**config.mk**
```make
export PLATFORM = sky130hd
export DESIGN_NAME = pipeline_controller
export DESIGN_NICKNAME = d
export VERILOG_FILES = /design/src/source/mips_ctrl_pkg.sv /design/src/source/hazard_unit.sv /design/src/source/id_control.sv /design/src/source/instr_decoder.sv /design/src/source/pipeline_controller.sv /design/src/source/stage_pipe.sv
export VERILOG_INCLUDE_DIRS = /design/src /design/src/source
export SDC_FILE = /design/constraint.sdc
export NUM_CORES = 1
export LEC_CHECK = 0
export ABC_AREA = 0
export BUFFER_PORTS_ARGS = -buffer_cell sky130_fd_sc_hd__buf_2
export CORE_AREA = 2 2 107 213
export DETAILED_ROUTE_END_ITERATION = 10
export DIE_AREA = 0 0 109 215
export PLACE_DENSITY_LB_ADDON = 0.15
export SKIP_CTS_REPAIR_TIMING = 1
export SYNTH_ARGS = -nofsm -noshare
export SYNTH_HDL_FRONTEND = slang
export SYNTH_SLANG_ARGS = --single-unit
```
**constraint.sdc**
```tcl
create_clock -name clk -period 5.8 [get_ports clk]
set_clock_uncertainty 0.1 [all_clocks]
set_input_delay 0.58 -clock clk [delete_from_list [all_inputs] [get_ports clk]]
set_output_delay 0.58 -clock clk [all_outputs]
set_load 0.03 [all_outputs]
```
**src/source/mips_ctrl_cfg.svh**
```systemverilog
`ifndef MIPS_CTRL_CFG_SVH
`define MIPS_CTRL_CFG_SVH

`define INSTR_W   32
`define REG_IDX_W 5

// field positions in the instruction word
`define F_OP   31:26
`define F_RS   25:21
`define F_RT   20:16
`define F_RD   15:11
`define F_FUNC 5:0

// opcodes
`define OP_RTYPE 6'b000000
`define OP_J     6'b000010
`define OP_JAL   6'b000011
`define OP_BEQ   6'b000100
`define OP_BNE   6'b000101
`define OP_ADDI  6'b001000
`define OP_ADDIU 6'b001001
`define OP_SLTI  6'b001010
`define OP_SLTIU 6'b001011
`define OP_ANDI  6'b001100
`define OP_ORI   6'b001101
`define OP_XORI  6'b001110
`define OP_LUI   6'b001111
`define OP_LW    6'b100011
`define OP_SW    6'b101011

// function codes, op == OP_RTYPE
`define FN_SLL  6'b000000
`define FN_SRL  6'b000010
`define FN_SRA  6'b000011
`define FN_SLLV 6'b000100
`define FN_SRLV 6'b000110
`define FN_SRAV 6'b000111
`define FN_JR   6'b001000
`define FN_MFHI 6'b010000
`define FN_MFLO 6'b010010
`define FN_MULT 6'b011000
`define FN_ADD  6'b100000
`define FN_ADDU 6'b100001
`define FN_SUB  6'b100010
`define FN_SUBU 6'b100011
`define FN_AND  6'b100100
`define FN_OR   6'b100101
`define FN_XOR  6'b100110
`define FN_NOR  6'b100111
`define FN_SLT  6'b101010
`define FN_SLTU 6'b101011

`define LINK_REG 5'd31
`define NOP_WORD 32'h0000_0000

`endif

```
**src/source/mips_ctrl_pkg.sv**
```systemverilog
`include "mips_ctrl_cfg.svh"

package mips_ctrl_pkg;

    // bit positions of the one-hot class vector
    typedef enum logic [5:0] {
        I_ADD, I_ADDU, I_SUB, I_SUBU, I_AND, I_OR, I_XOR, I_NOR, I_SLT, I_SLTU,
        I_SLL, I_SRL, I_SRA, I_SLLV, I_SRLV, I_SRAV, I_JR, I_MULT, I_MFHI, I_MFLO,
        I_ADDI, I_ADDIU, I_ANDI, I_ORI, I_XORI, I_LUI, I_SLTI, I_SLTIU,
        I_LW, I_SW, I_BEQ, I_BNE, I_J, I_JAL,
        I_NUM
    } instr_e;

    typedef struct packed {
        logic [I_NUM-1:0]      cls;        // all zero for nop or unknown
        logic                  reads_rs;
        logic                  reads_rt;
        logic                  writes_gpr;
        logic [`REG_IDX_W-1:0] dest_idx;
        logic                  late_result; // lw, jal
        logic                  writes_hilo;
        logic                  reads_hi;
        logic                  reads_lo;
        logic [`REG_IDX_W-1:0] rs_idx;
        logic [`REG_IDX_W-1:0] rt_idx;
    } instr_info_t;

    typedef enum logic [3:0] {
        ALU_ADDU = 4'b0000, ALU_SUBU = 4'b0001, ALU_ADD = 4'b0010, ALU_SUB = 4'b0011,
        ALU_AND  = 4'b0100, ALU_OR   = 4'b0101, ALU_XOR = 4'b0110, ALU_NOR = 4'b0111,
        ALU_LUI  = 4'b1000, ALU_SLTU = 4'b1010, ALU_SLT = 4'b1011,
        ALU_SRA  = 4'b1100, ALU_SRL  = 4'b1101, ALU_SLL = 4'b1110,
        ALU_PASS = 4'b1111
    } alu_op_t;

    typedef enum logic [1:0] {
        PC_SEQ = 2'b00, PC_BRANCH = 2'b01, PC_JUMP = 2'b10, PC_JREG = 2'b11
    } pc_sel_t;

    typedef enum logic [2:0] {
        ALUA_SHAMT = 3'b000, ALUA_RS = 3'b001, ALUA_NPC = 3'b010,
        ALUA_HI    = 3'b011, ALUA_LO = 3'b100
    } alua_sel_t;

    typedef enum logic [1:0] {
        ALUB_RT = 2'b00, ALUB_SEXT_IMM = 2'b01, ALUB_ZEXT_IMM = 2'b10, ALUB_ZERO = 2'b11
    } alub_sel_t;

    typedef enum logic [1:0] {
        RDC_RD = 2'b00, RDC_RT = 2'b01, RDC_LINK = 2'b10
    } rdc_sel_t;

    typedef enum logic [1:0] {
        FWD_NONE = 2'b00, FWD_FROM_EX = 2'b01, FWD_FROM_ME = 2'b10, FWD_FROM_WB = 2'b11
    } fwd_sel_t;

endpackage

```
**src/source/hazard_unit.sv**
```systemverilog
`timescale 1ns/1ps
`include "mips_ctrl_cfg.svh"

module hazard_unit (
    input  mips_ctrl_pkg::instr_info_t id_info,
    input  mips_ctrl_pkg::instr_info_t ex_info,
    input  mips_ctrl_pkg::instr_info_t me_info,
    input  mips_ctrl_pkg::instr_info_t wb_info,
    output logic                       stall,
    output mips_ctrl_pkg::fwd_sel_t    rs_fwd,
    output mips_ctrl_pkg::fwd_sel_t    rt_fwd,
    output mips_ctrl_pkg::fwd_sel_t    hi_fwd,
    output mips_ctrl_pkg::fwd_sel_t    lo_fwd
);
    import mips_ctrl_pkg::*;

    instr_info_t src [3]; // 0 ex, 1 me, 2 wb
    logic [2:0]  rs_hit;
    logic [2:0]  rt_hit;
    logic [2:0]  late;
    logic [2:0]  hi_hit;
    logic [2:0]  lo_hit;

    // older stage writes a register the id word reads, r0 excluded
    function automatic logic gpr_hit(input instr_info_t s, input logic rd_en,
                                     input logic [`REG_IDX_W-1:0] idx);
        return rd_en && s.writes_gpr && (s.dest_idx != '0) && (s.dest_idx == idx);
    endfunction

    // nearest stage wins
    function automatic fwd_sel_t pick(input logic [2:0] hit);
        return hit[0] ? FWD_FROM_EX : hit[1] ? FWD_FROM_ME : hit[2] ? FWD_FROM_WB : FWD_NONE;
    endfunction

    assign src[0] = ex_info;
    assign src[1] = me_info;
    assign src[2] = wb_info;

    always_comb
    begin
        for (int i = 0; i < 3; i++)
        begin
            rs_hit[i] = gpr_hit(src[i], id_info.reads_rs, id_info.rs_idx);
            rt_hit[i] = gpr_hit(src[i], id_info.reads_rt, id_info.rt_idx);
            late[i]   = src[i].late_result;
            hi_hit[i] = id_info.reads_hi & src[i].writes_hilo;
            lo_hit[i] = id_info.reads_lo & src[i].writes_hilo;
        end
    end

    // lw/jal results wait until they leave wb
    assign stall = |(late & (rs_hit | rt_hit));

    assign rs_fwd = pick(rs_hit & ~late);
    assign rt_fwd = pick(rt_hit & ~late);
    assign hi_fwd = pick(hi_hit);
    assign lo_fwd = pick(lo_hit);

endmodule

```
**src/source/id_control.sv**
```systemverilog
`timescale 1ns/1ps

module id_control (
    input  mips_ctrl_pkg::instr_info_t id_info,
    input  logic                       equal,
    input  logic                       stall,
    output logic                       rf_w,
    output mips_ctrl_pkg::alu_op_t     aluc,
    output mips_ctrl_pkg::pc_sel_t     pc_sel,
    output mips_ctrl_pkg::alua_sel_t   alua_sel,
    output mips_ctrl_pkg::alub_sel_t   alub_sel,
    output logic                       rd_from_mem,
    output mips_ctrl_pkg::rdc_sel_t    rdc_sel,
    output logic                       cs,
    output logic                       dm_r,
    output logic                       dm_w,
    output logic                       hilo_w
);
    import mips_ctrl_pkg::*;

    logic [I_NUM-1:0] c;

    assign c = id_info.cls;

    always_comb
    begin
        case (1'b1)
            c[I_ADD], c[I_ADDI], c[I_LW], c[I_SW]: aluc = ALU_ADD;
            c[I_SUB]:                aluc = ALU_SUB;
            c[I_SUBU]:               aluc = ALU_SUBU;
            c[I_AND], c[I_ANDI]:     aluc = ALU_AND;
            c[I_OR], c[I_ORI]:       aluc = ALU_OR;
            c[I_XOR], c[I_XORI]:     aluc = ALU_XOR;
            c[I_NOR]:                aluc = ALU_NOR;
            c[I_LUI]:                aluc = ALU_LUI;
            c[I_SLT], c[I_SLTI]:     aluc = ALU_SLT;
            c[I_SLTU], c[I_SLTIU]:   aluc = ALU_SLTU;
            c[I_SRA], c[I_SRAV]:     aluc = ALU_SRA;
            c[I_SRL], c[I_SRLV]:     aluc = ALU_SRL;
            c[I_SLL], c[I_SLLV]:     aluc = ALU_SLL;
            c[I_MFHI], c[I_MFLO]:    aluc = ALU_PASS;
            default:                 aluc = ALU_ADDU; // addu, addiu and the rest
        endcase

        case (1'b1)
            c[I_SLL], c[I_SRL], c[I_SRA]: alua_sel = ALUA_SHAMT;
            c[I_JAL]:  alua_sel = ALUA_NPC; // link value through the alu
            c[I_MFHI]: alua_sel = ALUA_HI;
            c[I_MFLO]: alua_sel = ALUA_LO;
            default:   alua_sel = ALUA_RS;
        endcase

        case (1'b1)
            c[I_ADDI], c[I_ADDIU], c[I_SLTI], c[I_SLTIU], c[I_LW], c[I_SW]:
                alub_sel = ALUB_SEXT_IMM;
            c[I_ANDI], c[I_ORI], c[I_XORI], c[I_LUI]:
                alub_sel = ALUB_ZEXT_IMM;
            c[I_JAL]:
                alub_sel = ALUB_ZERO;
            default:
                alub_sel = ALUB_RT;
        endcase

        case (1'b1)
            c[I_JAL]: rdc_sel = RDC_LINK;
            c[I_ADDI], c[I_ADDIU], c[I_ANDI], c[I_ORI], c[I_XORI], c[I_LUI],
            c[I_SLTI], c[I_SLTIU], c[I_LW]:
                rdc_sel = RDC_RT;
            default:  rdc_sel = RDC_RD;
        endcase

        if ((c[I_BEQ] & equal) | (c[I_BNE] & ~equal))
            pc_sel = PC_BRANCH;
        else if (c[I_J] | c[I_JAL])
            pc_sel = PC_JUMP;
        else if (c[I_JR])
            pc_sel = PC_JREG;
        else
            pc_sel = PC_SEQ;
    end

    assign rd_from_mem = c[I_LW];

    // held decode slot acts as a bubble
    assign rf_w   = id_info.writes_gpr & ~stall;
    assign cs     = (c[I_LW] | c[I_SW]) & ~stall;
    assign dm_r   = c[I_LW] & ~stall;
    assign dm_w   = c[I_SW] & ~stall;
    assign hilo_w = id_info.writes_hilo & ~stall;

endmodule

```
**src/source/instr_decoder.sv**
```systemverilog
`timescale 1ns/1ps
`include "mips_ctrl_cfg.svh"

module instr_decoder (
    input  logic [`INSTR_W-1:0]        instr,
    output mips_ctrl_pkg::instr_info_t info
);
    import mips_ctrl_pkg::*;

    logic [5:0]            op;
    logic [5:0]            func;
    logic [`REG_IDX_W-1:0] rs;
    logic [`REG_IDX_W-1:0] rt;
    logic [`REG_IDX_W-1:0] rd;
    logic [I_NUM-1:0]      c;
    logic                  alu_rrr;
    logic                  shift_imm;
    logic                  imm_alu;
    logic                  wr_rd;
    logic                  wr_rt;

    assign op   = instr[`F_OP];
    assign func = instr[`F_FUNC];
    assign rs   = instr[`F_RS];
    assign rt   = instr[`F_RT];
    assign rd   = instr[`F_RD];

    always_comb
    begin
        c = '0;
        if (instr != `NOP_WORD) // zero word would otherwise be sll
        begin
            case (op)
                `OP_RTYPE:
                    case (func)
                        `FN_ADD:  c[I_ADD]  = 1'b1;
                        `FN_ADDU: c[I_ADDU] = 1'b1;
                        `FN_SUB:  c[I_SUB]  = 1'b1;
                        `FN_SUBU: c[I_SUBU] = 1'b1;
                        `FN_AND:  c[I_AND]  = 1'b1;
                        `FN_OR:   c[I_OR]   = 1'b1;
                        `FN_XOR:  c[I_XOR]  = 1'b1;
                        `FN_NOR:  c[I_NOR]  = 1'b1;
                        `FN_SLT:  c[I_SLT]  = 1'b1;
                        `FN_SLTU: c[I_SLTU] = 1'b1;
                        `FN_SLL:  c[I_SLL]  = 1'b1;
                        `FN_SRL:  c[I_SRL]  = 1'b1;
                        `FN_SRA:  c[I_SRA]  = 1'b1;
                        `FN_SLLV: c[I_SLLV] = 1'b1;
                        `FN_SRLV: c[I_SRLV] = 1'b1;
                        `FN_SRAV: c[I_SRAV] = 1'b1;
                        `FN_JR:   c[I_JR]   = 1'b1;
                        `FN_MULT: c[I_MULT] = 1'b1;
                        `FN_MFHI: c[I_MFHI] = 1'b1;
                        `FN_MFLO: c[I_MFLO] = 1'b1;
                        default:  c = '0;
                    endcase
                `OP_ADDI:  c[I_ADDI]  = 1'b1;
                `OP_ADDIU: c[I_ADDIU] = 1'b1;
                `OP_ANDI:  c[I_ANDI]  = 1'b1;
                `OP_ORI:   c[I_ORI]   = 1'b1;
                `OP_XORI:  c[I_XORI]  = 1'b1;
                `OP_LUI:   c[I_LUI]   = 1'b1;
                `OP_SLTI:  c[I_SLTI]  = 1'b1;
                `OP_SLTIU: c[I_SLTIU] = 1'b1;
                `OP_LW:    c[I_LW]    = 1'b1;
                `OP_SW:    c[I_SW]    = 1'b1;
                `OP_BEQ:   c[I_BEQ]   = 1'b1;
                `OP_BNE:   c[I_BNE]   = 1'b1;
                `OP_J:     c[I_J]     = 1'b1;
                `OP_JAL:   c[I_JAL]   = 1'b1;
                default:   c = '0;
            endcase
        end
    end

    // three-register ops read rs and rt, write rd
    assign alu_rrr = c[I_ADD] | c[I_ADDU] | c[I_SUB] | c[I_SUBU] | c[I_AND] | c[I_OR]
                   | c[I_XOR] | c[I_NOR] | c[I_SLT] | c[I_SLTU] | c[I_SLLV] | c[I_SRLV]
                   | c[I_SRAV];
    assign shift_imm = c[I_SLL] | c[I_SRL] | c[I_SRA];
    assign imm_alu   = c[I_ADDI] | c[I_ADDIU] | c[I_ANDI] | c[I_ORI] | c[I_XORI]
                     | c[I_SLTI] | c[I_SLTIU];
    assign wr_rd = alu_rrr | shift_imm | c[I_MFHI] | c[I_MFLO];
    assign wr_rt = imm_alu | c[I_LUI] | c[I_LW];

    always_comb
    begin
        info.cls         = c;
        info.reads_rs    = alu_rrr | imm_alu | c[I_LW] | c[I_SW] | c[I_BEQ] | c[I_BNE]
                         | c[I_JR] | c[I_MULT];
        info.reads_rt    = alu_rrr | shift_imm | c[I_SW] | c[I_BEQ] | c[I_BNE] | c[I_MULT];
        info.writes_gpr  = wr_rd | wr_rt | c[I_JAL];
        info.dest_idx    = wr_rd ? rd : wr_rt ? rt : c[I_JAL] ? `LINK_REG : '0;
        info.late_result = c[I_LW] | c[I_JAL]; // value not ready before wb
        info.writes_hilo = c[I_MULT];
        info.reads_hi    = c[I_MFHI];
        info.reads_lo    = c[I_MFLO];
        info.rs_idx      = rs;
        info.rt_idx      = rt;
    end

endmodule

```
**src/source/pipeline_controller.sv**
```systemverilog
`timescale 1ns/1ps
`include "mips_ctrl_cfg.svh"

module pipeline_controller (
    input  logic                     clk,
    input  logic                     rst,
    input  logic [`INSTR_W-1:0]      if_instr,
    input  logic                     equal,      // rs == rt from datapath
    output logic                     rf_w,
    output mips_ctrl_pkg::alu_op_t   aluc,
    output mips_ctrl_pkg::pc_sel_t   pc_sel,
    output mips_ctrl_pkg::alua_sel_t alua_sel,
    output mips_ctrl_pkg::alub_sel_t alub_sel,
    output logic                     rd_from_mem,
    output mips_ctrl_pkg::rdc_sel_t  rdc_sel,
    output logic                     cs,
    output logic                     dm_r,
    output logic                     dm_w,
    output logic                     hilo_w,
    output logic                     stall,      // fetch holds if_instr
    output mips_ctrl_pkg::fwd_sel_t  rs_fwd,
    output mips_ctrl_pkg::fwd_sel_t  rt_fwd,
    output mips_ctrl_pkg::fwd_sel_t  hi_fwd,
    output mips_ctrl_pkg::fwd_sel_t  lo_fwd
);
    import mips_ctrl_pkg::*;

    logic [`INSTR_W-1:0] id_instr;
    logic [`INSTR_W-1:0] ex_instr;
    logic [`INSTR_W-1:0] me_instr;
    logic [`INSTR_W-1:0] wb_instr;
    instr_info_t         id_info;
    instr_info_t         ex_info;
    instr_info_t         me_info;
    instr_info_t         wb_info;

    stage_pipe u_pipe (
        .clk      (clk),
        .rst      (rst),
        .stall    (stall),
        .if_instr (if_instr),
        .id_instr (id_instr),
        .ex_instr (ex_instr),
        .me_instr (me_instr),
        .wb_instr (wb_instr)
    );

    instr_decoder u_dec_id (.instr(id_instr), .info(id_info));
    instr_decoder u_dec_ex (.instr(ex_instr), .info(ex_info));
    instr_decoder u_dec_me (.instr(me_instr), .info(me_info));
    instr_decoder u_dec_wb (.instr(wb_instr), .info(wb_info));

    id_control u_ctrl (
        .id_info     (id_info),
        .equal       (equal),
        .stall       (stall),
        .rf_w        (rf_w),
        .aluc        (aluc),
        .pc_sel      (pc_sel),
        .alua_sel    (alua_sel),
        .alub_sel    (alub_sel),
        .rd_from_mem (rd_from_mem),
        .rdc_sel     (rdc_sel),
        .cs          (cs),
        .dm_r        (dm_r),
        .dm_w        (dm_w),
        .hilo_w      (hilo_w)
    );

    hazard_unit u_hazard (
        .id_info (id_info),
        .ex_info (ex_info),
        .me_info (me_info),
        .wb_info (wb_info),
        .stall   (stall),
        .rs_fwd  (rs_fwd),
        .rt_fwd  (rt_fwd),
        .hi_fwd  (hi_fwd),
        .lo_fwd  (lo_fwd)
    );

endmodule

```
**src/source/stage_pipe.sv**
```systemverilog
`timescale 1ns/1ps
`include "mips_ctrl_cfg.svh"

module stage_pipe (
    input  logic                clk,
    input  logic                rst,
    input  logic                stall,
    input  logic [`INSTR_W-1:0] if_instr,
    output logic [`INSTR_W-1:0] id_instr,
    output logic [`INSTR_W-1:0] ex_instr,
    output logic [`INSTR_W-1:0] me_instr,
    output logic [`INSTR_W-1:0] wb_instr
);

    always_ff @(posedge clk)
    begin
        if (rst)
        begin
            id_instr <= `NOP_WORD;
            ex_instr <= `NOP_WORD;
            me_instr <= `NOP_WORD;
            wb_instr <= `NOP_WORD;
        end
        else
        begin
            // back half always drains
            me_instr <= ex_instr;
            wb_instr <= me_instr;
            if (stall)
            begin
                ex_instr <= `NOP_WORD; // bubble, id holds
            end
            else
            begin
                id_instr <= if_instr;
                ex_instr <= id_instr;
            end
        end
    end

endmodule

```
==> run_summary.xml <==
<?xml version="1.0" encoding="UTF-8"?>
<metrics>
  <group name="run_status">
    <metric name="status" unit="">completed</metric>
  </group>
  <group name="clock_network">
    <metric name="ctsRootBufferMaster" unit="">sky130_fd_sc_hd__clkbuf_16</metric>
    <metric name="clkTransAtPathRegs" unit="ps">70</metric>
    <metric name="cts_tree" unit="">done</metric>
    <metric name="cts_buffer_depth" unit="">2</metric>
    <metric name="cts_sinks" unit="">128</metric>
    <metric name="clock_buffers_created_by_tritoncts" unit="">17</metric>
    <metric name="clock_tree.htree_level_count" unit="">4</metric>
    <metric name="clock_latency" unit="ps">420</metric>
  </group>
  <group name="min_path">
    <metric name="min-delay-start" unit="">if_instr[3]</metric>
    <metric name="hold_class" unit="">input port to register</metric>
  </group>
  <group name="timing">
    <metric name="rsz0062_at_grt" unit="">false</metric>
    <metric name="finalCriticalPeriod" unit="ps">4720</metric>
    <metric name="worstMarginPinSlew" unit="ps">879</metric>
    <metric name="endpoints_failing_hold" unit="">0</metric>
    <metric name="hold_ws" unit="ps">312</metric>
    <metric name="finalCritPeriodShare" unit="%">81.4</metric>
    <metric name="max_clock_freq" unit="MHz">212</metric>
    <metric name="final-setup-viol-count" unit="">0</metric>
    <metric name="tns" unit="ps">0</metric>
    <metric name="timing.slew.headroom" unit="%">41.4</metric>
    <metric name="final-max-slew-violation-count" unit="">0</metric>
  </group>
  <group name="synth">
    <metric name="yosysUniqueCellTypes" unit="">78</metric>
    <metric name="synth_top_cell_area_share" unit="%">39.6</metric>
    <metric name="synthesis.instances" unit="">732</metric>
    <metric name="synth_enable_flop_cells" unit="">0</metric>
    <metric name="synth_ff_type" unit="">sky130_fd_sc_hd__dfxtp_1</metric>
    <metric name="synth_most_common_cell" unit="">sky130_fd_sc_hd__dfxtp_1</metric>
    <metric name="syn_area_per_cell" unit="µm²">8.84</metric>
    <metric name="post_synth_main_area_contributors" unit="">sky130_fd_sc_hd__dfxtp_1 40%, sky130_fd_sc_hd__nand2b_1 6.9%, sky130_fd_sc_hd__nor2b_1 6.4%, sky130_fd_sc_hd__mux2i_1 4.8%, sky130_fd_sc_hd__nor3b_1 3.0%</metric>
    <metric name="synth_top_cell_by_area" unit="">sky130_fd_sc_hd__dfxtp_1</metric>
    <metric name="postSynthRegisterBits" unit="">128</metric>
    <metric name="synth-async-reset-ratio" unit="%">0</metric>
    <metric name="netlist_area" unit="mm²">0.00647</metric>
    <metric name="mappedNetlistNets" unit="">767</metric>
    <metric name="yosysSeqAreaShare" unit="%">39.6</metric>
    <metric name="ys_top_cells_by_count" unit="">128 x sky130_fd_sc_hd__dfxtp_1, 71 x sky130_fd_sc_hd__nand2b_1, 66 x sky130_fd_sc_hd__nor2b_1</metric>
    <metric name="ys_warn_count" unit="">0</metric>
  </group>
  <group name="worst_setup_path">
    <metric name="reg2reg_from" unit="">u_pipe.id_instr[27]$_SDFFE_PP0N_</metric>
    <metric name="cpMaxStageDelayCell" unit="">sky130_fd_sc_hd__a211o_1</metric>
    <metric name="crit_path_max_incr_delay" unit="ps">610</metric>
    <metric name="worstPathArrival" unit="ps">4040</metric>
    <metric name="worst_setup_path_end_kind" unit="">primary output</metric>
    <metric name="path_cells" unit="">nor4_2 -&gt; nand2_1 -&gt; nor3_1 -&gt; a21bo_2 -&gt; a22oi_1 -&gt; nor4b_1 -&gt; o21a_1 -&gt; a211o_1 -&gt; buf_2</metric>
    <metric name="cp_data_required_time" unit="ps">5120</metric>
    <metric name="startpoint_to_endpoint_class_of_the_critical_path" unit="">register to primary output</metric>
    <metric name="maximum_fanout_along_the_worst_path" unit="">18</metric>
    <metric name="critical_path.startpoint_type" unit="">register</metric>
    <metric name="worst_setup_path_startpoint" unit="">u_pipe.id_instr[27]$_SDFFE_PP0N_</metric>
  </group>
  <group name="power_and_ir_drop">
    <metric name="intPower" unit="mW">1.57</metric>
    <metric name="power.share.sequential" unit="%">43.6</metric>
    <metric name="switching_part_of_the_total_power" unit="%">28.5</metric>
    <metric name="clock_power_share" unit="%">46.9</metric>
    <metric name="power.leakage" unit="nW">3.03</metric>
    <metric name="power.combinational.fraction" unit="%">9.5</metric>
    <metric name="vdd.ir_drop.worst" unit="mV">0.179</metric>
    <metric name="power.switching" unit="mW">0.627</metric>
    <metric name="pwr_density_cell" unit="mW/mm²">293</metric>
  </group>
  <group name="placed_design">
    <metric name="dp_hpwl" unit="µm">14300</metric>
    <metric name="portBuffers" unit="">62</metric>
    <metric name="globalplace.congestion" unit="">0.927</metric>
    <metric name="place.detailed.instances" unit="">1028</metric>
  </group>
  <group name="routing">
    <metric name="route.antenna.remaining_nets" unit="">0</metric>
    <metric name="initialDrtViolationCount" unit="">344</metric>
    <metric name="avgViaCountPerCell" unit="">5.11</metric>
    <metric name="total_drc_errors_in_the_routed_layout" unit="">0</metric>
    <metric name="dr.pass1.iters" unit="">5</metric>
    <metric name="finalWirelength" unit="µm">19100</metric>
    <metric name="vias" unit="">5412</metric>
    <metric name="wl_per_cell" unit="µm">18.1</metric>
  </group>
  <group name="grt">
    <metric name="first_global_vias" unit="">5304</metric>
    <metric name="antenna_violations_before_repair" unit="">0</metric>
    <metric name="grt_first_pass_wirelength" unit="µm">30100</metric>
    <metric name="grt_remaining_overflow" unit="">0</metric>
    <metric name="gr-usage-all-layers" unit="%">17.1</metric>
    <metric name="grt_start_max_net_pins" unit="">102</metric>
  </group>
  <group name="layout">
    <metric name="register_area" unit="mm²">0.00256</metric>
    <metric name="drive_above_1_share" unit="%">16.7</metric>
    <metric name="num-fill-cells" unit="">2286</metric>
    <metric name="flow.area_growth_from_synthesis" unit="%">15.9</metric>
    <metric name="antenna_cells" unit="">0</metric>
    <metric name="finish.net_count" unit="">806</metric>
    <metric name="fin_cells" unit="">1060</metric>
    <metric name="multi_input_comb_area" unit="mm²">0.00362</metric>
  </group>
  <group name="floorplan">
    <metric name="placementRows" unit="">77</metric>
    <metric name="io_pins" unit="">63</metric>
    <metric name="floorplan.initialDensity" unit="%">29.6</metric>
    <metric name="design.core.area" unit="mm²">0.0219</metric>
    <metric name="floorplan.die.width" unit="µm">109</metric>
    <metric name="die_h" unit="µm">215</metric>
    <metric name="area_enclosed_by_the_die_boundary" unit="mm²">0.0234</metric>
  </group>
  <group name="flow_run">
    <metric name="max-cap-violations" unit="">0</metric>
  </group>
</metrics>
==> logic make-up after synthesis <==
family / after synthesis / synth area share, %
AOI/OAI and AO/OA: 130 / 13.8
xor gates and xnor gates: 23 / 3.11
DFF: 128 / 39.6
buffers and inverters: 61 / 4.45
muxes: 31 / 4.80
and+or+nand+nor: 359 / 34.2
==> cells in the final DEF (no fill, tap or decap), drive strengths merged, types with 23 or more instances in the layout <==
cell and count:
o21ai 25, nor2b 66, inv 23, nand2b 71
buf 66, dfxtp 128, mux2i 31, nor2 44
nand2 33, nor3b 26, a21oi 31
==> power by group through the flow <==
stage	registers, mW	clock network, mW	logic, mW
after global routing	0.965	1.10	0.232
after floorplan	0.945	0	0.173
after global placement	0.980	0	0.210
after CTS	0.960	1.05	0.211
final	0.960	1.03	0.209
after detailed placement	0.980	0	0.210
==> worst max-delay path: cells and delay by family (launching register included) <==
family	cells	cell delay, ps
AOI/OAI and AO/OA	4	1360
buffers and inverters	1	320
DFF	1	480
and+or+nand+nor	4	1430
==> sequential cells by signal (all words and copies together), names as in the netlist <==
signal           count
u_pipe.wb_instr     32
u_pipe.id_instr     32
u_pipe.me_instr     32
u_pipe.ex_instr     32
==> cell type report <==
| class | instances | share of cell area, % |
|---|---|---|
| sequential | 128 | 34.2 |
| clock buffer | 17 | 5.67 |
| tap | 276 | 4.60 |
| multi-input combinational | 543 | 48.3 |
| timing repair buffer | 66 | 4.57 |
| clock inverter | 15 | 1.97 |
| inverter | 15 | 0.751 |
==> metrics by stage <==
step | utilization [%] | power, mW | instance area (µm²) | setup slack (ps)
global placement | 31.7 | 1.19 | 6930 | 1500
floorplan | - | 1.12 | 6470 | 2230
detailed placement | 31.7 | 1.19 | 6930 | 1530
finish | 34.3 | 2.20 | 7500 | 1080
global route | 34.3 | 2.29 | 7500 | 747
CTS | 34.3 | 2.23 | 7500 | 1060
==> path summary, 6_finish.rpt <==
kind                                                   endpoint  slack [ps]  cells after the start
worst max-delay path                                      stall        1080                      9
worst min register to register    u_pipe.me_instr[6]$_SDFF_PP0_         330                      1
worst max register to register   u_pipe.ex_instr[25]$_SDFF_PP0_        1830                     10
worst min-delay path            u_pipe.id_instr[3]$_SDFFE_PP0N_         310                      3
==> layer usage <==
layer,GRT usage [%],routed length [µm]
met5,0,0
met2,29.4,10000
met1,20.2,7880
met4,7.52,571
met3,3.22,683
Power figures use the tool's default switching activity.
